File: src/source/cpu_macros.svh
`ifndef CPU_MACROS_SVH
`define CPU_MACROS_SVH

// datapath and storage sizes
`define CPU_XLEN        32
`define CPU_REG_AW      5
`define CPU_IMEM_DEPTH  64
`define CPU_DMEM_DEPTH  32

// loader byte codes
`define CPU_LOAD_START  8'hFE
`define CPU_LOAD_END    8'hFF

// major opcodes
`define OPC_RTYPE       7'b0110011
`define OPC_ITYPE       7'b0010011
`define OPC_LOAD        7'b0000011
`define OPC_STORE       7'b0100011
`define OPC_BRANCH      7'b1100011
`define OPC_VECTOR      7'b1010111

`endif

File: src/source/cpu_pkg.sv
`include "cpu_macros.svh"

package cpu_pkg;

    typedef struct packed {
        logic [6:0]             funct7;
        logic [`CPU_REG_AW-1:0] rs2;
        logic [`CPU_REG_AW-1:0] rs1;
        logic [2:0]             funct3;
        logic [`CPU_REG_AW-1:0] rd;
        logic [6:0]             opcode;
    } r_fmt_t;

    typedef struct packed {
        logic [11:0]            imm;
        logic [`CPU_REG_AW-1:0] rs1;
        logic [2:0]             funct3;
        logic [`CPU_REG_AW-1:0] rd;
        logic [6:0]             opcode;
    } i_fmt_t;

    typedef struct packed {
        logic [6:0]             imm_hi;
        logic [`CPU_REG_AW-1:0] rs2;
        logic [`CPU_REG_AW-1:0] rs1;
        logic [2:0]             funct3;
        logic [4:0]             imm_lo;
        logic [6:0]             opcode;
    } s_fmt_t;

    typedef struct packed {
        logic                   imm12;
        logic [5:0]             imm10_5;
        logic [`CPU_REG_AW-1:0] rs2;
        logic [`CPU_REG_AW-1:0] rs1;
        logic [2:0]             funct3;
        logic [3:0]             imm4_1;
        logic                   imm11;
        logic [6:0]             opcode;
    } b_fmt_t;

    // same instruction word, viewed per format
    typedef union packed {
        r_fmt_t r;
        i_fmt_t i;
        s_fmt_t s;
        b_fmt_t b;
    } instr_u;

    typedef enum logic [2:0] {
        ALU_ADD,
        ALU_SUB,
        ALU_AND,
        ALU_OR,
        VEC_ADD,
        VEC_SUB
    } alu_op_e;

    typedef struct packed {
        logic    reg_write;
        logic    mem_read;
        logic    mem_write;
        logic    mem_to_reg;
        logic    alu_src;   // second operand is the immediate
        alu_op_e alu_op;
    } ctrl_t;

    typedef struct packed {
        logic                 valid;
        logic [`CPU_XLEN-1:0] pc;
        instr_u               instr;
    } fetch_t;

    typedef struct packed {
        logic                   valid;
        ctrl_t                  ctrl;
        logic [`CPU_REG_AW-1:0] rs1;
        logic [`CPU_REG_AW-1:0] rs2;
        logic [`CPU_REG_AW-1:0] rd;
        logic [`CPU_XLEN-1:0]   rs1_data;
        logic [`CPU_XLEN-1:0]   rs2_data;
        logic [`CPU_XLEN-1:0]   imm;
    } id_ex_t;

    typedef struct packed {
        logic                   valid;
        ctrl_t                  ctrl;
        logic [`CPU_REG_AW-1:0] rd;
        logic [`CPU_XLEN-1:0]   result;
        logic [`CPU_XLEN-1:0]   store_data;
    } ex_mem_t;

    // write-back bus
    typedef struct packed {
        logic                   valid;
        logic [`CPU_REG_AW-1:0] rd;
        logic [`CPU_XLEN-1:0]   data;
    } wb_t;

endpackage

File: src/source/memory_stage.sv
`timescale 1ns/1ps
`include "cpu_macros.svh"

module memory_stage (
    input  logic                   clk_i,
    input  logic                   reset,
    input  cpu_pkg::ex_mem_t       ex_mem_i,
    input  logic [`CPU_REG_AW-1:0] dbg_addr_i,
    output cpu_pkg::wb_t           wb_o,
    output logic [`CPU_XLEN-1:0]   dbg_data_o
);

    localparam int DMEM_AW = $clog2(`CPU_DMEM_DEPTH);

    logic [`CPU_XLEN-1:0] dmem [`CPU_DMEM_DEPTH];
    logic [DMEM_AW-1:0]   word_addr;
    logic [`CPU_XLEN-1:0] read_data;

    assign word_addr  = ex_mem_i.result[DMEM_AW+1:2];   // byte address to word index
    assign read_data  = dmem[word_addr];
    assign dbg_data_o = dmem[dbg_addr_i[DMEM_AW-1:0]];

    always_ff @(posedge clk_i or posedge reset) begin
        if (reset) begin
            for (int i = 0; i < `CPU_DMEM_DEPTH; i++) begin
                dmem[i] <= '0;
            end
        end else if (ex_mem_i.valid && ex_mem_i.ctrl.mem_write) begin
            dmem[word_addr] <= ex_mem_i.store_data;
        end
    end

    // MEM/WB register, drives the write-back bus
    always_ff @(posedge clk_i or posedge reset) begin
        if (reset) begin
            wb_o <= '0;
        end else begin
            wb_o.valid <= ex_mem_i.valid && ex_mem_i.ctrl.reg_write;
            wb_o.rd    <= ex_mem_i.rd;
            wb_o.data  <= ex_mem_i.ctrl.mem_to_reg ? read_data : ex_mem_i.result;
        end
    end

endmodule

File: config.mk
export PLATFORM = sky130hd
export DESIGN_NAME = memory_stage
export DESIGN_NICKNAME = d
export VERILOG_FILES = /design/src/source/cpu_pkg.sv /design/src/source/memory_stage.sv
export VERILOG_INCLUDE_DIRS = /design/src /design/src/source
export SDC_FILE = /design/constraint.sdc
export NUM_CORES = 2
export LEC_CHECK = 0
export BUFFER_PORTS_ARGS = -buffer_cell sky130_fd_sc_hd__clkbuf_2
export CORE_MARGIN = 3
export CORE_UTILIZATION = 40
export CTS_BUF_LIST = sky130_fd_sc_hd__clkbuf_8
export DETAILED_ROUTE_END_ITERATION = 8
export GPL_TIMING_DRIVEN = 0
export SKIP_LAST_GASP = 1
export SYNTH_ARGS = -nofsm -noshare
export SYNTH_HDL_FRONTEND = slang
export SYNTH_SLANG_ARGS = --single-unit
File: constraint.sdc
create_clock -name clk_i -period 30 [get_ports clk_i]
set_input_delay 0 -clock clk_i [delete_from_list [all_inputs] [get_ports clk_i]]
set_output_delay 0 -clock clk_i [all_outputs]
set_load 0.01 [all_outputs]
* After elaboration in Yosys (flattened, before gate mapping)
Index checks and enable logic that the tools add are counted.
Storage, ports and cells: bits in latches 0, bits in writable memories 0, memories kept 0, register bits after elaboration 1062, memory bits (read-only) 0
Cells by class: bitwise operators 2, divide/modulo/power cells 0, eq/ne operators 0, magnitude comparators 3, muxes and demuxes 10, multipliers 0, reductions and logical operators 3, add/sub/neg operators 0, shift operators 0
Operators by type and width (number):
- 1024-bit bitwise mux | 1
- 32-bit binary-select mux with 5-bit select | 2
- 32-bit 2-to-1 mux | 6
- 32-bit demux with 5-bit select | 1
- 6-bit greater-or-equal comparator, second input constant | 2
- 5-bit inverter with 6-bit output | 2
- 6-bit by 1-bit less-than comparator with 1-bit output, second input constant | 1
- 1-bit logical AND | 3

* Logic depth before layout (Yosys ltp)
depth after elaboration 6, depth in mapped cells 9

* Worst setup path after synthesis
OpenSTA, ideal clock, no wires.
path type input port to flip-flop, from in ex_mem_i[35] in the netlist's numbering, to reg wb_o[0] in the netlist's numbering, arrival time 1.563 ns, stages on the path 6, buffers on the path 2, slack 28.306 ns, setup time 0.131 ns, path through buf_4 -> buf_2 -> mux4_2 -> a22o_1 -> nor4_1 -> a31oi_1
On the way: cells in the longest elaborated chain, start to end 5
Ends and longest elaborated chain:
- from (decl) | line memory_stage.sv:7 | input cpu_pkg::ex_mem_t ex_mem_i,
- 5-bit inverter with 6-bit output (implied by the code) | line memory_stage.sv:20 | assign read_data = dmem[word_addr];
- 32-bit binary-select mux with 5-bit select | line memory_stage.sv:20
- 32-bit 2-to-1 mux (implied by the code) (2 in a row) | line memory_stage.sv:20
- 32-bit 2-to-1 mux | line memory_stage.sv:40 | wb_o.data <= ex_mem_i.ctrl.mem_to_reg ? read_data : ex_mem_i.result;
- to (decl) | line memory_stage.sv:9 | output cpu_pkg::wb_t wb_o,
Every way passes these cells. The select of a mux whose other input is x is not followed. A chain may end at the register's enable or synchronous reset.

* Final worst setup path
from in dbg_addr_i[4], to out dbg_data_o[30]
On the way: cells in the longest elaborated chain, start to end 4
Ends and longest elaborated chain:
- from (decl) | line memory_stage.sv:8 | input logic [`CPU_REG_AW-1:0] dbg_addr_i,
- 5-bit inverter with 6-bit output (implied by the code) | line memory_stage.sv:21 | assign dbg_data_o = dmem[dbg_addr_i[DMEM_AW-1:0]];
- 32-bit binary-select mux with 5-bit select | line memory_stage.sv:21
- 32-bit 2-to-1 mux (implied by the code) (2 in a row) | line memory_stage.sv:21
- to (decl) | line memory_stage.sv:10 | output logic [`CPU_XLEN-1:0] dbg_data_o
Every way passes these cells. The select of a mux whose other input is x is not followed.

==> results.cfg <==
[routing]
postRouteAntennaNets = 0
drt_iter0_markers = 5668
wl_met1_mm = 92.98
routedWlPerCell_um = 40.52
drt-total-wl_mm = 242.7
top_layer = met5
via_per_inst = 6.672
vias = 39953
met2WireLength_mm = 100.6
remaining_drc_errors = 0
route.met3.wl_mm = 31.93
drtPass1Iterations = 6

[outcome]
violations = max-capacitance violations, max-slew violations
status = finished, violations left

[cts]
cts-root-buf = clkbuf_8
cts_setup_buffers = 0
ctsLongestPathBuffers = 3
insertion_delay_ns = 0.97
cts_tree = done
cts_buffers = 186
path_clk_slew_ns = 0.06
cts_max_level = 4
clock-sinks = 1062
cts.hold.buffers_added = 137
cts_resized = 0

[yosys]
synthFlopType = dfrtp_1
synth_edf_count = 0
async_flop_share = 1.000
syn_nets = 3677
syn-cell-area_um2 = 55390
synthCells = 3592
synth.distinct_cells = 48
yosysTopAreaCellShare = 0.4798
post-synth-top-area-cell = dfrtp_1
ys_seq_elements = 1062
yosysSeqAreaShare = 0.4798
avgSynthCellArea_um2 = 15.42
synth.area.top_cells = dfrtp_1 (48%), mux2_2 (20%), mux4_2 (19%)
ys_warn_count = 0

[final_layout]
layout.nets = 4156
syn2layout_area_growth_pct = 15.04
drive_above_1_share = 0.4970
finalInstanceArea_um2 = 63720
fin_util = 0.4669

[power_and_ir_drop]
seq_power_share = 0.459
p_sw_frac = 0.2949
clockPowerShare = 0.357
power.density_nw_per_um2 = 60.30
power_frac_comb = 0.184
p_sw_w = 0.001133
p_int_w = 0.002709
power_leakage_nw = 28.78
ir_worst_vdd_mv = 0.04080

[placement]
gp_congestion = 0.9866
dpl.hpwl_mm = 157.1
placed_area_um2 = 58650
portBuffers = 142
pre_cts_slack_ns = 26.19

[sta]
slew_headroom = -0.08280
final.setup_skew_ns = 0.05978
finalHoldViolCount = 0
finalMaxSlewViolations = 108
fin_setup_tns_ns = 0
worst_slack_ns = 26.26
layout_min_cycle_time_ns = 3.737
finalCritPeriodShare = 0.1246
setup_viol = 0
max_freq_ghz = 0.2676
tightest_slew_ns = 1.624
grt_setup_unrepaired = no

[floorplanning]
dieArea_um2 = 143000
start_util = 0.4059
core_area_um2 = 136500
row_count = 135
pin_count = 155
die_w_um = 378.1
die_height_um = 378.1

[worst_hold_path]
hold_class = in -> reg

[critical_path]
start_kind = input pin
crit_type = in -> out
cp.required_ns = 30.00
crit_path_max_fanout = 10
r2r_slack_ns = 27.56
cp.arrival_ns = 3.74
crit_path_end_kind = output port

[global_routing]
grt_pass1_wl_mm = 328.9
gr-total-overflow = 0
track_usage = 0.3401
grt_pass1_vias = 39543
grt_max_degree = 121
antenna_found_initial = 17

[run]
cap_violations = 13
layout make-up:
cell class              instances  area (um2)
inverters                       3       18.77
diodes                          8       20.02
plain buffers                 379        1823
flip-flops and latches       1062       26580
clock buffers                 225        3097
well taps                    1781        2228
multi-input cells            2148       27010
repair buffers                291        2384
clock inverters                91       564.3
fillers                     12099       72760
state kept, by name, indices dropped and copies added, names as in the netlist:
| signal | flops |
|---|---|
| wb_o | 38 |
| dmem | 1024 |
stage by stage:
stage	instances	hold slack [ns]	total power (W)
after detailed placement	5526	0.03812	0.002456
after floorplan	3592	0.03143	0.002217
after CTS	5979	0.004189	0.003824
final	5988	0.03751	0.003842
after global routing	5984	0.03685	0.003963
after global placement	5515	0.1079	0.002439
power groups by stage:
stage / logic (W) / clock network, W / registers (W)
global placement: 0.000662 / 0 / 0.00178
detailed placement: 0.000678 / 0 / 0.00178
global route: 0.000737 / 0.00144 / 0.00178
floorplan: 0.000476 / 0 / 0.00174
finish: 0.000706 / 0.00137 / 0.00176
CTS: 0.000695 / 0.00138 / 0.00175
cells in the mapped netlist, types with 2 or more instances:
master / number
a221oi_1: 8
a211o_1: 6
nor2b_1: 2
o221ai_1: 9
a21oi_1: 3
buf_6: 5
and2_1: 4
o21ai_0: 30
buf_4: 42
a32oi_1: 2
nor3_1: 5
mux2_1: 50
nand2b_1: 5
o211ai_1: 2
nand3b_1: 3
clkbuf_1: 159
o22ai_1: 35
a22o_1: 18
nand3_1: 3
mux2i_1: 204
and3_1: 3
nor2_1: 81
nor4_1: 21
buf_1: 33
a41oi_1: 8
nand2_1: 35
dfrtp_1: 1062
mux4_2: 470
buf_2: 140
nand4b_1: 2
inv_2: 2
a31oi_1: 24
mux2_2: 988
and4bb_2: 2
a22oi_1: 79
nand4_1: 3
o21a_1: 33
worst max-delay path, stage by stage:
cell      delay [ns]
clkbuf_1        0.62
nor2b_1         0.21
clkbuf_1        0.73
clkbuf_1        1.24
a22oi_1         0.38
o21a_1          0.34
clkbuf_2        0.19
layout by cell type (no fill, tap or decap), types with 61 or more instances in the layout:
cell type / instances
a22oi_1: 79
mux4_2: 470
clkbuf_1: 140
inv_1: 61
mux2i_1: 204
buf_2: 144
clkbuf_2: 162
clkbuf_8: 225
dlygate4sd3_1: 137
nor2_1: 81
mux2_2: 988
dfrtp_1: 1062
logic make-up after synthesis:
family | Yosys count | synth area share
flip-flops | 1062 | 0.4798
multiplexers | 1712 | 0.4390
buffers and inverters | 382 | 0.03257
AND/OR/NAND/NOR | 178 | 0.01543
AO/OA/AOI/OAI | 258 | 0.03329
per-layer routing:
layer	vias up	GRT usage
met4	4	0.2000
met5	-	0
met3	703	0.1332
met1	21528	0.4487
met2	2823	0.4730
li1	14895	-
worst paths after layout:
kind	start	endpoint	cells past startpoint
worst max-delay path	dbg_addr_i[4]	dbg_data_o[30]	7
worst min-delay path	ex_mem_i[9]	dmem[457]	3
worst max register to register	dmem[661]	wb_o[21]	6
worst min register to register	dmem[453]	dmem[453]	1
max in group asynchronous	reset	dmem[589]	8
min in group asynchronous	reset	wb_o[34]	4
No activity file was read; power rests on OpenSTA's default activity.
