File: src/source/cpu_macros.svh
`ifndef CPU_MACROS_SVH
`define CPU_MACROS_SVH

// datapath and storage sizes
`define CPU_XLEN        32
`define CPU_REG_AW      5
`define CPU_IMEM_DEPTH  64
`define CPU_DMEM_DEPTH  32

// loader byte codes
`define CPU_LOAD_START  8'hFE
`define CPU_LOAD_END    8'hFF

// major opcodes
`define OPC_RTYPE       7'b0110011
`define OPC_ITYPE       7'b0010011
`define OPC_LOAD        7'b0000011
`define OPC_STORE       7'b0100011
`define OPC_BRANCH      7'b1100011
`define OPC_VECTOR      7'b1010111

`endif

File: src/source/cpu_pkg.sv
`include "cpu_macros.svh"

package cpu_pkg;

    typedef struct packed {
        logic [6:0]             funct7;
        logic [`CPU_REG_AW-1:0] rs2;
        logic [`CPU_REG_AW-1:0] rs1;
        logic [2:0]             funct3;
        logic [`CPU_REG_AW-1:0] rd;
        logic [6:0]             opcode;
    } r_fmt_t;

    typedef struct packed {
        logic [11:0]            imm;
        logic [`CPU_REG_AW-1:0] rs1;
        logic [2:0]             funct3;
        logic [`CPU_REG_AW-1:0] rd;
        logic [6:0]             opcode;
    } i_fmt_t;

    typedef struct packed {
        logic [6:0]             imm_hi;
        logic [`CPU_REG_AW-1:0] rs2;
        logic [`CPU_REG_AW-1:0] rs1;
        logic [2:0]             funct3;
        logic [4:0]             imm_lo;
        logic [6:0]             opcode;
    } s_fmt_t;

    typedef struct packed {
        logic                   imm12;
        logic [5:0]             imm10_5;
        logic [`CPU_REG_AW-1:0] rs2;
        logic [`CPU_REG_AW-1:0] rs1;
        logic [2:0]             funct3;
        logic [3:0]             imm4_1;
        logic                   imm11;
        logic [6:0]             opcode;
    } b_fmt_t;

    // same instruction word, viewed per format
    typedef union packed {
        r_fmt_t r;
        i_fmt_t i;
        s_fmt_t s;
        b_fmt_t b;
    } instr_u;

    typedef enum logic [2:0] {
        ALU_ADD,
        ALU_SUB,
        ALU_AND,
        ALU_OR,
        VEC_ADD,
        VEC_SUB
    } alu_op_e;

    typedef struct packed {
        logic    reg_write;
        logic    mem_read;
        logic    mem_write;
        logic    mem_to_reg;
        logic    alu_src;   // second operand is the immediate
        alu_op_e alu_op;
    } ctrl_t;

    typedef struct packed {
        logic                 valid;
        logic [`CPU_XLEN-1:0] pc;
        instr_u               instr;
    } fetch_t;

    typedef struct packed {
        logic                   valid;
        ctrl_t                  ctrl;
        logic [`CPU_REG_AW-1:0] rs1;
        logic [`CPU_REG_AW-1:0] rs2;
        logic [`CPU_REG_AW-1:0] rd;
        logic [`CPU_XLEN-1:0]   rs1_data;
        logic [`CPU_XLEN-1:0]   rs2_data;
        logic [`CPU_XLEN-1:0]   imm;
    } id_ex_t;

    typedef struct packed {
        logic                   valid;
        ctrl_t                  ctrl;
        logic [`CPU_REG_AW-1:0] rd;
        logic [`CPU_XLEN-1:0]   result;
        logic [`CPU_XLEN-1:0]   store_data;
    } ex_mem_t;

    // write-back bus
    typedef struct packed {
        logic                   valid;
        logic [`CPU_REG_AW-1:0] rd;
        logic [`CPU_XLEN-1:0]   data;
    } wb_t;

endpackage

File: src/source/fetch_stage.sv
`timescale 1ns/1ps
`include "cpu_macros.svh"

module fetch_stage (
    input  logic                 clk_i,
    input  logic                 reset,
    input  logic [7:0]           load_byte_i,
    input  logic                 stall_i,
    input  logic                 redirect_i,
    input  logic [`CPU_XLEN-1:0] target_i,
    output cpu_pkg::fetch_t      if_id_o
);

    localparam int IMEM_AW = $clog2(`CPU_IMEM_DEPTH);

    logic                 load_mode;    // between FE and FF
    logic                 running;
    logic [1:0]           byte_cnt;
    logic [23:0]          word_buf;     // lower three bytes of the word being built
    logic [IMEM_AW-1:0]   wr_addr;
    logic [`CPU_XLEN-1:0] pc;
    logic [`CPU_XLEN-1:0] imem [`CPU_IMEM_DEPTH];
    logic [`CPU_XLEN-1:0] fetch_word;

    assign fetch_word = imem[pc[IMEM_AW+1:2]];  // word-aligned read

    // program loader, bytes arrive lsb first
    always_ff @(posedge clk_i or posedge reset) begin
        if (reset) begin
            load_mode <= 1'b0;
            running   <= 1'b0;
            byte_cnt  <= '0;
            word_buf  <= '0;
            wr_addr   <= '0;
            for (int i = 0; i < `CPU_IMEM_DEPTH; i++) begin
                imem[i] <= '0;
            end
        end else if (load_mode) begin
            if (load_byte_i == `CPU_LOAD_END) begin
                load_mode <= 1'b0;
                running   <= 1'b1;          // stays high until reset
            end else begin
                byte_cnt <= byte_cnt + 2'd1;
                word_buf <= {load_byte_i, word_buf[23:8]};
                if (byte_cnt == 2'd3) begin
                    imem[wr_addr] <= {load_byte_i, word_buf};
                    wr_addr       <= wr_addr + 1'b1;
                end
            end
        end else if (!running && load_byte_i == `CPU_LOAD_START) begin
            load_mode <= 1'b1;
            byte_cnt  <= '0;
            wr_addr   <= '0;
        end
    end

    // pc and IF/ID register
    always_ff @(posedge clk_i or posedge reset) begin
        if (reset) begin
            pc      <= '0;
            if_id_o <= '0;
        end else if (!running) begin
            pc      <= '0;                  // held until FF
            if_id_o <= '0;
        end else if (redirect_i) begin
            pc      <= target_i;
            if_id_o <= '0;                  // flush the wrong-path fetch
        end else if (!stall_i) begin
            pc            <= pc + `CPU_XLEN'd4;
            if_id_o.valid <= 1'b1;
            if_id_o.pc    <= pc;
            if_id_o.instr <= fetch_word;
        end
    end

endmodule

File: config.mk
export PLATFORM = sky130hd
export DESIGN_NAME = fetch_stage
export DESIGN_NICKNAME = d
export VERILOG_FILES = /design/src/source/cpu_pkg.sv /design/src/source/fetch_stage.sv
export VERILOG_INCLUDE_DIRS = /design/src /design/src/source
export SDC_FILE = /design/constraint.sdc
export NUM_CORES = 2
export LEC_CHECK = 0
export BUFFER_PORTS_ARGS = -buffer_cell sky130_fd_sc_hd__buf_2
export CAP_MARGIN = 20
export CORE_UTILIZATION = 63
export CTS_CLUSTER_DIAMETER = 100
export DETAILED_ROUTE_END_ITERATION = 8
export PLACE_DENSITY = 0.87
export REMOVE_ABC_BUFFERS = 1
export SLEW_MARGIN = 25
export SYNTH_ARGS = -nofsm -noshare
export SYNTH_HDL_FRONTEND = slang
export SYNTH_SLANG_ARGS = --single-unit
File: constraint.sdc
create_clock -name clk_i -period 89.7 [get_ports clk_i]
set_clock_uncertainty 0.1 [all_clocks]
set_input_delay 17.94 -clock clk_i [delete_from_list [all_inputs] [get_ports clk_i]]
set_output_delay 17.94 -clock clk_i [all_outputs]
set_load 0.02 [all_outputs]
* Yosys cells after proc, flatten, opt, wreduce, memory -nomap -nowiden *
Cells that the tools add are included.

word-level totals
  flip-flop bits (word level) = 2179
  word-level logic and storage cells = 119

cells by class
  add/subtract/negate cells = 3
  $lt $le $gt $ge = 3
  equality and inequality tests = 6
  muxes and demuxes = 22
  bitwise operators = 3
  reduce and logical (&&, ||, !) cells = 9

operators by type and width
  cell                     number
  $bwmux W2048             1
  $mux W65                 3
  $bmux W32 S6             1
  $demux W32 S6            1
  $mux W32                 6
  $add A32 B3 Y32 const B  1
  $mux W6                  4
  $eq A8 B8 Y1 const B     2
  $ge A7 B7 Y1 const B     2
  $not A6 Y7               2
  $lt A7 B1 Y1 const B     1
  $add A6 B1 Y6 const B    1
  $mux W2                  3
  $reduce_and A2 Y1        3
  $reduce_and A3 Y1        2
  $mux W1                  3
  $ne A3 B3 Y1 const B     1
  $add A2 B1 Y2 const B    1
  $eq A2 B2 Y1 const B     1
  $logic_and A1 B1 Y1      2
  $ne A2 B1 Y1 const B     1
  $ne A2 B2 Y1 const B     1
  $reduce_bool A2 Y1       1
  $logic_not A1 Y1         1
  $not A1 Y1               1

* Logic depth before layout (Yosys ltp) *
  depth in word-level cells = 7
  mapped depth = 9

* Worst setup path before layout *
Ideal clock, no wire load.

  kind = input-to-reg
  start point = in load_byte_i[7]
  end point = reg imem[1056] in the netlist's numbering
  arrival = 19.593 ns
  required time = 89.472 ns
  path slack = 69.880 ns
  cell stages on the path = 7
  path buffers = 2
  cell sequence = and4_1 > and3_1 > buf_2 > or3_4 > nor2_4 > buf_6 > mux2_1

between the ends
  word-level cells in the longest chain between the ends = 3

RTL lines
  item                             line               source
  from (decl)                      fetch_stage.sv:7   input logic [7:0] load_byte_i,
  $eq A8 B8 Y1 (no line)           n/a
  $not A1 Y1 (no line)             n/a
  $reduce_and A3 Y1 (no line)      n/a
  to (signal, indexed assignment)  fetch_stage.sv:46  imem[wr_addr] <= {load_byte_i, word_buf};
  to (decl)                        fetch_stage.sv:22  logic [`CPU_XLEN-1:0] imem [`CPU_IMEM_DEPTH];

No other way between the ends.
A chain may end at the register's enable or synchronous reset.

==> flow_metrics.env <==
export IMPL_ys_top_cells_by_area="dfrtp_1, mux2_2, mux4_2"
export IMPL_syn_avg_cell_area_um2=15.2
export IMPL_reg2reg_slack_ps=84400
export IMPL_finalSetupViolations=0
export IMPL_required_ps=90470
export IMPL_hold_depth=1
export IMPL_grt_usage_pct=34.3
export IMPL_slowest_delay_ps=850
export IMPL_yosysWarnings=0
export IMPL_cts_setup_buffers=0
export IMPL_switchingPower_mw=0.576
export IMPL_worstSetupPathType="in2async"
export IMPL_ys_ff_latch=2179
export IMPL_clock_fmax_mhz=47.6
export IMPL_min_from="imem[1179]"
export IMPL_stdcell_count=8493
export IMPL_post_place_cells=8096
export IMPL_gp_routability_congestion=0.884
export IMPL_vias=59000
export IMPL_yosysSeqAreaShare_pct=55.7
export IMPL_crit_slowest_cell="buf_4"
export IMPL_drt_first_pass_iters=9
export IMPL_worst_slew_pin_slew_ps=1190
export IMPL_synthArstFlopShare_pct=100
export IMPL_grt_max_degree=188
export IMPL_antenna_found_initial=20
export IMPL_cts_buffers=210
export IMPL_root_buffer="clkbuf_16"
export IMPL_via_per_inst=6.95
export IMPL_synthToLayoutAreaGrowth_pct=9.53
export IMPL_path_cells="buf_2 > inv_8 > buf_16 > buf_4 > buf_4 > buf_6 > buf_6"
export IMPL_power_frac_comb_pct=8.2
export IMPL_start_util_pct=63.5
export IMPL_hold_buffers=0
export IMPL_io_buffers=108
export IMPL_first_iter_violations=5915
export IMPL_cts_sink_count=2179
export IMPL_synth_cells=6430
export IMPL_p_int_mw=1.56
export IMPL_period_minus_slack_ps=21010
export IMPL_coreArea_mm2=0.154
export IMPL_drcViolationCount=88
export IMPL_hold_path_class="reg2reg"
export IMPL_ctsHtreeMaxLevel=4
export IMPL_clkLatencyLatePin_ps=860
export IMPL_fin_setup_tns_ps=0
export IMPL_clock_path_buffers=3
export IMPL_yosysTopAreaCell="dfrtp_1"
export IMPL_cap_viol_max_count=0
export IMPL_grt_pass1_vias=63900
export IMPL_power_density_mw_per_mm2=19.9
export IMPL_globalRouteOverflowTotal=0
export IMPL_reg2reg_depth=8
export IMPL_p_sw_share_pct=27.0
export IMPL_min_to="imem[1179]"
export IMPL_end_kind="asynchronous set/reset pin"
export IMPL_hpwl_um=147000
export IMPL_fin_crit_sh_pct=23.4
export IMPL_slew_violations=0
export IMPL_grt_pass1_wl_um=402000
export IMPL_ant_nets=0
export IMPL_finalWirelength_um=264000
export IMPL_yosys_area_top_type_share_pct=55.7
export IMPL_ys_flop_type="dfrtp_1"
export IMPL_violations="DRC"
export IMPL_clockPowerShare_pct=42.1
export IMPL_ctsResizeCount=0
export IMPL_grt_setup_unrepaired="no"
export IMPL_tritoncts="yes"
export IMPL_rows=144
export IMPL_path_buf_inv=7
export IMPL_outcome="complete, but fails checks"
export IMPL_crit_reg2reg_launch="pc[4]"
export IMPL_synth_distinct_cells=60
export IMPL_start_kind="primary input"
export IMPL_io_pins=109
export IMPL_syn_cell_area_mm2=0.0980
export IMPL_critical_path_top_delay_family="buffers and inverters"
export IMPL_num_nets_final=6315
export IMPL_relSlewSlack_pct=19.2
export IMPL_die_x_um=396
export IMPL_clk_pin_slew_ps=60
export IMPL_cp_arrival_ps=21780
export IMPL_regToRegEndpoint="if_id_o[10]"
export IMPL_p_seq_share_pct=49.6
export IMPL_dieArea_mm2=0.157
export IMPL_synth_edf_count=0
export IMPL_drive_above_1_share_pct=50.6
export IMPL_ir_drop_v=0.0000214
export IMPL_critPathMaxFanout=96
export IMPL_hold_viol=0
export IMPL_p_leak_nw=52.1
export IMPL_wire_per_inst_um=31.0
export IMPL_die_h_um=396
-- cell usage after synthesis, types with 7 or more instances --
library cell / count
clkbuf_1: 310
buf_1: 24
dfrtp_1: 2179
nor3_2: 7
nand2b_1: 8
o22ai_1: 203
nand2_1: 129
nor4_1: 38
mux2i_1: 36
nor2_1: 113
nor2b_1: 25
mux2_2: 2054
nand3_1: 25
o311ai_0: 18
o211a_1: 8
a2111oi_0: 18
a21oi_1: 58
and3_1: 9
o21ai_0: 25
xnor2_1: 22
nor3b_1: 20
xor2_1: 9
mux2_1: 128
buf_4: 18
buf_2: 291
nor3_1: 69
a22oi_1: 42
o211ai_1: 16
mux4_2: 448
-- layout by cell type (no fill, tap or decap), types with 25 or more instances in the layout --
master	instances
clkbuf_16	211
mux2_1	128
nand2_1	93
mux2_2	2054
clkbuf_8	64
clkinv_2	33
dfrtp_1	2152
buf_4	145
buf_2	108
a21oi_1	58
nand3_1	25
mux4_2	448
nor2_1	88
mux2i_1	36
nor2_4	31
o22ai_1	203
clkbuf_1	52
nor3_1	68
a22oi_1	42
-- metrics by stage --
step,area (um2),hold WS [ps],utilization [%],power (mW),setup WS (ps)
3_5_place_dp,100000,368,64.9,1.24,67050
4_1_cts,107000,387,69.5,2.13,67930
2_1_floorplan,95100,350,-,1.14,10100
5_1_grt,107000,401,69.6,2.19,68140
6_report,107000,383,69.6,2.13,68690
3_3_place_gp,99800,361,64.7,1.23,67250
-- kinds of logic after synthesis --
logic type | after synthesis | synth area share (%)
multiplexers | 2666 | 35.7
AND/OR/NAND/NOR | 498 | 2.64
adder cells (fa/ha/maj) | 3 | 0.0383
buffers and inverters | 656 | 3.00
AO/OA/AOI/OAI | 397 | 2.64
XOR/XNOR | 31 | 0.277
flip-flops | 2179 | 55.7
-- routing by layer --
metal,global-route usage [%],part of all wire [%],up-vias
met5,0,0.048,-
met4,20.4,6.6,16
met3,8.79,9.6,924
met2,53.6,47,2964
met1,43.5,37,31600
li1,-,-,23600
-- flip-flops by register name, indices dropped and copies added, names as in the netlist --
| name | count |
|---|---|
| imem | 2048 |
| pc | 32 |
| byte_cnt | 2 |
| load_mode | 1 |
| running | 1 |
| word_buf | 24 |
| wr_addr | 6 |
| if_id_o | 65 |
-- worst max path at each step --
stage / startpoint / endpoint / depth (start not counted)
floorplan: reset / byte_cnt[0] / 1
global placement: reset / imem[110] / 6
detailed placement: reset / imem[334] / 6
CTS: reset / imem[103] / 6
global route: reset / imem[366] / 7
finish: reset / imem[238] / 7
-- power by group through the flow --
stage | clock [mW] | sequential (mW) | combinational, mW
floorplan | 0 | 1.08 | 0.0568
global placement | 0 | 1.07 | 0.160
detailed placement | 0 | 1.07 | 0.170
CTS | 0.904 | 1.06 | 0.171
global route | 0.943 | 1.06 | 0.183
finish | 0.899 | 1.06 | 0.176
-- area by class of cell --
type                       instances  area (um2)
multi-input combinational       3595       41100
timing repair buffer             275        1980
tap                             2044        2560
inverter                           7        33.8
sequential                      2179       54600
fill                            9312       46900
antenna                            4        10.0
clock buffer                     327        6360
clock inverter                    62         723
No activity file was read; power rests on OpenSTA's default activity.
