[src/source/cpu_macros.svh]
`ifndef CPU_MACROS_SVH
`define CPU_MACROS_SVH

// datapath and storage sizes
`define CPU_XLEN        32
`define CPU_REG_AW      5
`define CPU_IMEM_DEPTH  64
`define CPU_DMEM_DEPTH  32

// loader byte codes
`define CPU_LOAD_START  8'hFE
`define CPU_LOAD_END    8'hFF

// major opcodes
`define OPC_RTYPE       7'b0110011
`define OPC_ITYPE       7'b0010011
`define OPC_LOAD        7'b0000011
`define OPC_STORE       7'b0100011
`define OPC_BRANCH      7'b1100011
`define OPC_VECTOR      7'b1010111

`endif

[src/source/cpu_pkg.sv]
`include "cpu_macros.svh"

package cpu_pkg;

    typedef struct packed {
        logic [6:0]             funct7;
        logic [`CPU_REG_AW-1:0] rs2;
        logic [`CPU_REG_AW-1:0] rs1;
        logic [2:0]             funct3;
        logic [`CPU_REG_AW-1:0] rd;
        logic [6:0]             opcode;
    } r_fmt_t;

    typedef struct packed {
        logic [11:0]            imm;
        logic [`CPU_REG_AW-1:0] rs1;
        logic [2:0]             funct3;
        logic [`CPU_REG_AW-1:0] rd;
        logic [6:0]             opcode;
    } i_fmt_t;

    typedef struct packed {
        logic [6:0]             imm_hi;
        logic [`CPU_REG_AW-1:0] rs2;
        logic [`CPU_REG_AW-1:0] rs1;
        logic [2:0]             funct3;
        logic [4:0]             imm_lo;
        logic [6:0]             opcode;
    } s_fmt_t;

    typedef struct packed {
        logic                   imm12;
        logic [5:0]             imm10_5;
        logic [`CPU_REG_AW-1:0] rs2;
        logic [`CPU_REG_AW-1:0] rs1;
        logic [2:0]             funct3;
        logic [3:0]             imm4_1;
        logic                   imm11;
        logic [6:0]             opcode;
    } b_fmt_t;

    // same instruction word, viewed per format
    typedef union packed {
        r_fmt_t r;
        i_fmt_t i;
        s_fmt_t s;
        b_fmt_t b;
    } instr_u;

    typedef enum logic [2:0] {
        ALU_ADD,
        ALU_SUB,
        ALU_AND,
        ALU_OR,
        VEC_ADD,
        VEC_SUB
    } alu_op_e;

    typedef struct packed {
        logic    reg_write;
        logic    mem_read;
        logic    mem_write;
        logic    mem_to_reg;
        logic    alu_src;   // second operand is the immediate
        alu_op_e alu_op;
    } ctrl_t;

    typedef struct packed {
        logic                 valid;
        logic [`CPU_XLEN-1:0] pc;
        instr_u               instr;
    } fetch_t;

    typedef struct packed {
        logic                   valid;
        ctrl_t                  ctrl;
        logic [`CPU_REG_AW-1:0] rs1;
        logic [`CPU_REG_AW-1:0] rs2;
        logic [`CPU_REG_AW-1:0] rd;
        logic [`CPU_XLEN-1:0]   rs1_data;
        logic [`CPU_XLEN-1:0]   rs2_data;
        logic [`CPU_XLEN-1:0]   imm;
    } id_ex_t;

    typedef struct packed {
        logic                   valid;
        ctrl_t                  ctrl;
        logic [`CPU_REG_AW-1:0] rd;
        logic [`CPU_XLEN-1:0]   result;
        logic [`CPU_XLEN-1:0]   store_data;
    } ex_mem_t;

    // write-back bus
    typedef struct packed {
        logic                   valid;
        logic [`CPU_REG_AW-1:0] rd;
        logic [`CPU_XLEN-1:0]   data;
    } wb_t;

endpackage

[src/source/execute_stage.sv]
`timescale 1ns/1ps
`include "cpu_macros.svh"

module execute_stage (
    input  logic             clk_i,
    input  logic             reset,
    input  cpu_pkg::id_ex_t  id_ex_i,
    input  cpu_pkg::wb_t     wb_i,
    output cpu_pkg::ex_mem_t ex_mem_o
);

    logic [`CPU_XLEN-1:0] fwd_a;
    logic [`CPU_XLEN-1:0] fwd_b;
    logic [`CPU_XLEN-1:0] op_b;
    logic [`CPU_XLEN-1:0] result;
    logic                 mem_fwd_ok;
    logic                 wb_fwd_ok;

    // four independent byte lanes, carries do not cross
    function automatic logic [`CPU_XLEN-1:0] lane_math(
        input logic [`CPU_XLEN-1:0] a,
        input logic [`CPU_XLEN-1:0] b,
        input logic                 sub
    );
        logic [`CPU_XLEN-1:0] r;
        for (int k = 0; k < `CPU_XLEN / 8; k++) begin
            r[8*k +: 8] = sub ? a[8*k +: 8] - b[8*k +: 8] : a[8*k +: 8] + b[8*k +: 8];
        end
        return r;
    endfunction

    assign mem_fwd_ok = ex_mem_o.valid && ex_mem_o.ctrl.reg_write && (ex_mem_o.rd != '0);
    assign wb_fwd_ok  = wb_i.valid && (wb_i.rd != '0);

    // EX/MEM is younger, so it wins
    always_comb begin
        if (mem_fwd_ok && ex_mem_o.rd == id_ex_i.rs1) begin
            fwd_a = ex_mem_o.result;
        end else if (wb_fwd_ok && wb_i.rd == id_ex_i.rs1) begin
            fwd_a = wb_i.data;
        end else begin
            fwd_a = id_ex_i.rs1_data;
        end

        if (mem_fwd_ok && ex_mem_o.rd == id_ex_i.rs2) begin
            fwd_b = ex_mem_o.result;
        end else if (wb_fwd_ok && wb_i.rd == id_ex_i.rs2) begin
            fwd_b = wb_i.data;
        end else begin
            fwd_b = id_ex_i.rs2_data;
        end
    end

    assign op_b = id_ex_i.ctrl.alu_src ? id_ex_i.imm : fwd_b;

    always_comb begin
        case (id_ex_i.ctrl.alu_op)
            cpu_pkg::ALU_SUB: result = fwd_a - op_b;
            cpu_pkg::ALU_AND: result = fwd_a & op_b;
            cpu_pkg::ALU_OR:  result = fwd_a | op_b;
            cpu_pkg::VEC_ADD: result = lane_math(fwd_a, op_b, 1'b0);
            cpu_pkg::VEC_SUB: result = lane_math(fwd_a, op_b, 1'b1);
            default:          result = fwd_a + op_b;   // add, addresses
        endcase
    end

    always_ff @(posedge clk_i or posedge reset) begin
        if (reset) begin
            ex_mem_o <= '0;
        end else begin
            ex_mem_o.valid      <= id_ex_i.valid;
            ex_mem_o.ctrl       <= id_ex_i.valid ? id_ex_i.ctrl : '0;
            ex_mem_o.rd         <= id_ex_i.rd;
            ex_mem_o.result     <= result;
            ex_mem_o.store_data <= fwd_b;           // forwarded for sw
        end
    end

endmodule

[config.mk]
export PLATFORM = sky130hd
export DESIGN_NAME = execute_stage
export DESIGN_NICKNAME = d
export VERILOG_FILES = /design/src/source/cpu_pkg.sv /design/src/source/execute_stage.sv
export VERILOG_INCLUDE_DIRS = /design/src /design/src/source
export SDC_FILE = /design/constraint.sdc
export NUM_CORES = 1
export LEC_CHECK = 0
export ABC_CLOCK_PERIOD_IN_PS = 9900
export BUFFER_PORTS_ARGS = -buffer_cell sky130_fd_sc_hd__buf_2
export CELL_PAD_IN_SITES_DETAIL_PLACEMENT = 1
export CELL_PAD_IN_SITES_GLOBAL_PLACEMENT = 1
export CORE_UTILIZATION = 43
export CTS_CLUSTER_SIZE = 10
export DETAILED_ROUTE_END_ITERATION = 12
export PLACE_DENSITY_LB_ADDON = 0.3
export SLEW_MARGIN = 20
export SYNTH_ARGS = -nofsm -noshare
export SYNTH_HDL_FRONTEND = slang
export SYNTH_SLANG_ARGS = --single-unit
[constraint.sdc]
create_clock -name clk_i -period 9.9 [get_ports clk_i]
set_input_delay 2.475 -clock clk_i [delete_from_list [all_inputs] [get_ports clk_i]]
set_output_delay 2.475 -clock clk_i [all_outputs]
set_load 0.02 [all_outputs]
* Yosys cells after proc, flatten, opt, wreduce, memory -nomap -nowiden
Index checks and enable logic that the tools add are counted.
** Storage, ports and cells
- Register bits after elaboration :: 78
- Output and inout port bits :: 78
- Logic and storage cells :: 47
** Cells by class
- Add/subtract/negate cells :: 10
- Equal/unequal tests :: 9
- Mux-type cells :: 7
- Bitwise gates (word level) :: 2
- Reductions and logical operators :: 9
** Operators with widths (count)
- $mux 32 :: 5
- $pmux 32 s5 :: 1
- $add 32x32->32 :: 1
- $add 8x8->8 :: 4
- $and 32x32->32 :: 1
- $or 32x32->32 :: 1
- $sub 32x32->32 :: 1
- $sub 8x8->8 :: 4
- $eq 5x5->1 :: 4
- $reduce_bool 5->1 :: 2
- $mux 8 :: 1
- $logic_and 1x1->1 :: 7
- $eq 3x2->1 const B :: 2
- $eq 3x3->1 const B :: 2
- $eq 3x1->1 const B :: 1

* Longest topological paths before layout
- Depth in word-level cells :: 8
- Gate-level depth with buffers :: 26

* Least setup slack after synthesis
OpenSTA, ideal clock, no wires.
- Kind :: input to register
- Start point :: input id_ex_i[104] in the netlist's numbering
- End point :: register ex_mem_o[63] in the netlist's numbering
- Library setup time :: 0.120 ns
- Arrival :: 7.606 ns
- Required time :: 9.780 ns
- Slack :: 2.175 ns
- Cell stages on the path :: 24
- Path buffers :: 4
- Path through :: xor2_1 -> or4_1 -> buf_2 -> or2_1 -> buf_4 -> buf_6 -> a311oi_1 -> nor2_1 -> ha_1 -> and2_0 -> clkbuf_1 -> a21oi_1 -> xnor2_1 -> ha_1 -> a21o_1 -> nor3_1 -> a2111o_1 -> a211o_1 -> a2111oi_0 -> nor2_1 -> o311ai_0 -> and3_1 -> o21ai_0 -> and3b_1
** On the way
- Longest elaborated chain between the ends :: 7
** Ends and longest elaborated chain
- from (decl) :: RTL line execute_stage.sv:7 : input cpu_pkg::id_ex_t id_ex_i,
- $eq 5x5->1 :: RTL line execute_stage.sv:47 : end else if (wb_fwd_ok && wb_i.rd == id_ex_i.rs2) begin
- $logic_and 1x1->1 :: RTL line execute_stage.sv:47
- $mux 32 :: RTL line execute_stage.sv:47
- $mux 32 * :: RTL line execute_stage.sv:45 : if (mem_fwd_ok && ex_mem_o.rd == id_ex_i.rs2) begin
- $mux 32 * :: RTL line execute_stage.sv:54 : assign op_b = id_ex_i.ctrl.alu_src ? id_ex_i.imm : fwd_b;
- $add 32x32->32 (tied with other cells) :: RTL line execute_stage.sv:63 : default: result = fwd_a + op_b;
- $pmux 32 s5 * :: RTL line execute_stage.sv:57 : case (id_ex_i.ctrl.alu_op)
- via result[31] :: RTL line execute_stage.sv:15 : logic [`CPU_XLEN-1:0] result;
- to (decl) :: RTL line execute_stage.sv:9 : output cpu_pkg::ex_mem_t ex_mem_o
Mark *: on every way through the listed nets, which the timed path passes. The rest lies on a longest branch.

* Worst setup path after layout
Same ends and word-level chain as after synthesis.

==> flow_summary.yaml <==
status:
  status: "finished clean"
die:
  placeableCoreArea_mm2: 0.0218
  io_pins: 238
  row_count: 54
  die_x_um: 151
  start_util_pct: 43.8
  fp.dieH_um: 151
  die-area_mm2: 0.0227
logic_synthesis:
  syn_area_mm2: 0.00952
  synth_ff_type: "dfrtp_1"
  netlist_instances: 1194
  ys_types: 78
  yosysSeqAreaShare_pct: 20.5
  syn-num-nets: 1430
  synth-seq-cells: 78
  synth_area_per_cell_um2: 7.97
  async_flop_share_pct: 100
  ys_warn_count: 0
  synth_edf_count: 0
power_and_ir_drop:
  power_density_mw_per_mm2: 142
  p_comb_share_pct: 51.8
  clock_power_share_pct: 21.9
  p_switching_w: 0.000720
  netSwitchingFraction_pct: 45.0
  leakage_nw: 4.89
  internal-power_w: 0.000880
  max-vdd-ir-drop_v: 0.0000881
  seqPwrFrac_pct: 26.3
  power_w: 0.00160
worst_setup_path:
  critical-path-max-stage-delay_ns: 0.61
  worstSetupPathType: "in -> reg"
  path_delay_family: "compound AO/OA/AOI/OAI gates"
  path_cells: "buf_2 -> xor2_1 -> or4_1 -> buf_4 -> or2_1 -> a311oi_1 -> nor2_1 -> ha_1 -> and2_0 -> a21oi_1 -> xnor2_1 -> ha_1 -> a21o_1 -> nor3_1 -> a2111o_1 -> a211o_1 -> a2111oi_0 -> nor2_1 -> o311ai_0 -> and3_1 -> o21ai_0 -> and3b_1"
  cp.buffers_inverters: 2
  path_max_fanout: 26
  critPathLaunchType: "input port"
  required_ns: 10.16
  endpoint_kind: "flip-flop"
  crit_slowest_cell: "o311ai_0"
  cp.arrival_ns: 8.84
sta:
  grt_setup_unrepaired: "no"
  finalHoldViolations: 0
  skew_ns: 0.0157
  setup_viol: 0
  min_period_ns: 8.58
  layout_worst_path_cycle_share_pct: 86.7
  drv_slew: 0
  fin_tns_setup_ns: 0
  timing.hold.ws_ns: 0.591
  worst_pin_slew_ns: 1.07
  slew-limit-headroom_pct: 28.6
  clock.fmax_ghz: 0.117
finish:
  fill_cells: 2766
  top_register: "ex_mem_o"
  final_cell_area_mm2: 0.0112
  layout-drive-gt1-share_pct: 21.7
  reg_top3: "ex_mem_o: 78 flops"
  area_delta_synth_final_pct: 17.9
  multi_input_area_mm2: 0.00708
  largest_reg_flops: 78
  seqCellArea_mm2: 0.00195
  fin_nets: 1628
grt:
  grt_usage_pct: 34.6
  grt_overflow: 0
  antenna_found_initial: 4
  grt_pass1_wl_mm: 59.3
  grt_pass1_vias: 10400
  grt_max_degree: 79
clock_tree:
  htree_num_levels: 3
  ctsResizeCount: 0
  clkTransAtPathRegs_ns: 0.07
  clockBufferDepth: 2
  root_buffer: "clkbuf_16"
  clk_latency_ns: 0.36
  cts-hold-fix-buffers: 0
  cts_tree: "done"
  cts_setup_buffers: 0
  cts_num_sinks: 78
  cts-buffers-inserted: 9
drt:
  via_count: 10500
  drtPass1Iterations: 5
  initialDrtViolationCount: 762
  drt-vias-per-instance: 6.25
  routed_wl_mm: 39.9
  drc: 0
  final_antenna_net_count: 0
  wl_per_cell_um: 23.7
placed_design:
  io_buffers: 237
  gp_congestion: 0.944
  place_area_mm2: 0.0109
  place_hpwl_mm: 31.6
min_path:
  hp-class: "reg -> reg"
flow_run:
  cap_violations: 0
-- final timing paths --
| kind | slack, ns | depth (start not counted) | from | end |
|---|---|---|---|---|
| worst max-delay path | 1.32 | 22 | id_ex_i[104] | ex_mem_o[63] |
| worst min-delay path | 0.59 | 2 | ex_mem_o[49] | ex_mem_o[17] |
| worst max register to register | 2.52 | 20 | ex_mem_o[65] | ex_mem_o[63] |
| worst min register to register | 0.59 | 2 | ex_mem_o[49] | ex_mem_o[17] |
| max in group asynchronous | 7.02 | 3 | reset | ex_mem_o[32] |
| min in group asynchronous | 2.31 | 3 | reset | ex_mem_o[26] |
-- stage by stage --
| stage | utilization [%] | setup slack, ns | instances |
|---|---|---|---|
| after floorplan | - | 2.17 | 1194 |
| after global placement | 50.2 | 1.30 | 1661 |
| after detailed placement | 50.2 | 1.05 | 1661 |
| after CTS | 51.5 | 1.40 | 1677 |
| after global routing | 51.6 | 0.745 | 1680 |
| final | 51.6 | 1.32 | 1681 |
-- worst reg2reg max path, stage by stage, from the launching register on --
cell and delay, ns:
dfrtp_1 0.44, or4_4 0.59, o211ai_4 0.65, or2_1 0.75, buf_4 0.40, a31oi_1 0.17
mux2i_1 0.62, nand4bb_2 0.30, nor4b_4 0.60, nor2_1 0.12, xnor2_1 0.16, ha_1 0.33
o21a_1 0.16, o21ai_0 0.15, nor2b_1 0.19, a2111oi_0 0.43, nor2_1 0.12, o311ai_0 0.61
and3_1 0.25, o21ai_0 0.07, and3b_1 0.17
-- power by group through the flow --
stage / clock, W / combinational (W) / sequential [W]
after floorplan: 0 / 0.000501 / 0.000457
after global placement: 0 / 0.000784 / 0.000422
after detailed placement: 0 / 0.000811 / 0.000424
after CTS: 0.000349 / 0.000818 / 0.000418
after global routing: 0.000364 / 0.000901 / 0.000423
final: 0.000350 / 0.000828 / 0.000421
-- synthesized netlist by cell type, types with 28 or more instances --
| cell type | count | area [um2] |
|---|---|---|
| a21oi_1 | 80 | 400 |
| a31oi_1 | 40 | 250 |
| clkbuf_1 | 48 | 180 |
| dfrtp_1 | 78 | 1950 |
| ha_1 | 71 | 888 |
| inv_1 | 54 | 203 |
| mux2i_1 | 56 | 561 |
| nand2_1 | 100 | 375 |
| nand4_1 | 30 | 188 |
| nor2_1 | 85 | 319 |
| nor3_1 | 43 | 215 |
| o21ai_0 | 89 | 445 |
| o31ai_1 | 28 | 210 |
| xnor2_1 | 83 | 727 |
| xor2_1 | 29 | 254 |
-- cell families (layout without fill, tap and decap cells) --
logic type | after synthesis | after routing | synth area share [%]
AND/OR/NAND/NOR | 355 | 355 | 18.5
AO/OA/AOI/OAI | 359 | 359 | 25.1
XOR/XNOR | 114 | 114 | 10.8
buffers and inverters | 124 | 327 | 5.30
flip-flops | 78 | 78 | 20.5
adder cells (fa/ha/maj) | 101 | 101 | 13.0
multiplexers | 63 | 63 | 6.89
other | 0 | 4 | 0
-- layout make-up --
cell class	count	share of cell area, %
Clock inverter	6	0.624
Multi-Input combinational cell	992	63.1
Tap cell	280	3.12
Clock buffer	10	2.04
Timing Repair Buffer	255	11.8
Antenna cell	4	0.0892
Inverter	56	1.88
Sequential cell	78	17.4
-- placed cells by master, fill, tap and decap left out, types with 6 or more instances in the layout --
master,count
buf_2,237
nand2_1,100
o21ai_0,89
nor2_1,84
xnor2_1,83
a21oi_1,80
dfrtp_1,78
ha_1,71
mux2i_1,56
inv_1,53
nor3_1,42
a31oi_1,40
nand4_1,30
xor2_1,29
o31ai_1,28
maj3_1,25
a211oi_1,21
nand3_1,18
a21o_1,18
buf_4,17
and2_1,15
o21a_1,14
nor2b_1,14
a311oi_1,9
clkbuf_16,9
o211ai_1,8
and4_1,8
o31a_1,8
and3_1,8
nand2b_1,8
a21boi_0,6
-- metal layers --
layer  up-vias  GRT usage [%]  wire (um)
li1       4753              -          -
met1      5093           46.4      16900
met2       569           54.7      17900
met3        87           6.69       3730
met4         0           13.1       1290
met5         -              0          0
(Power assumes the default switching activity.)
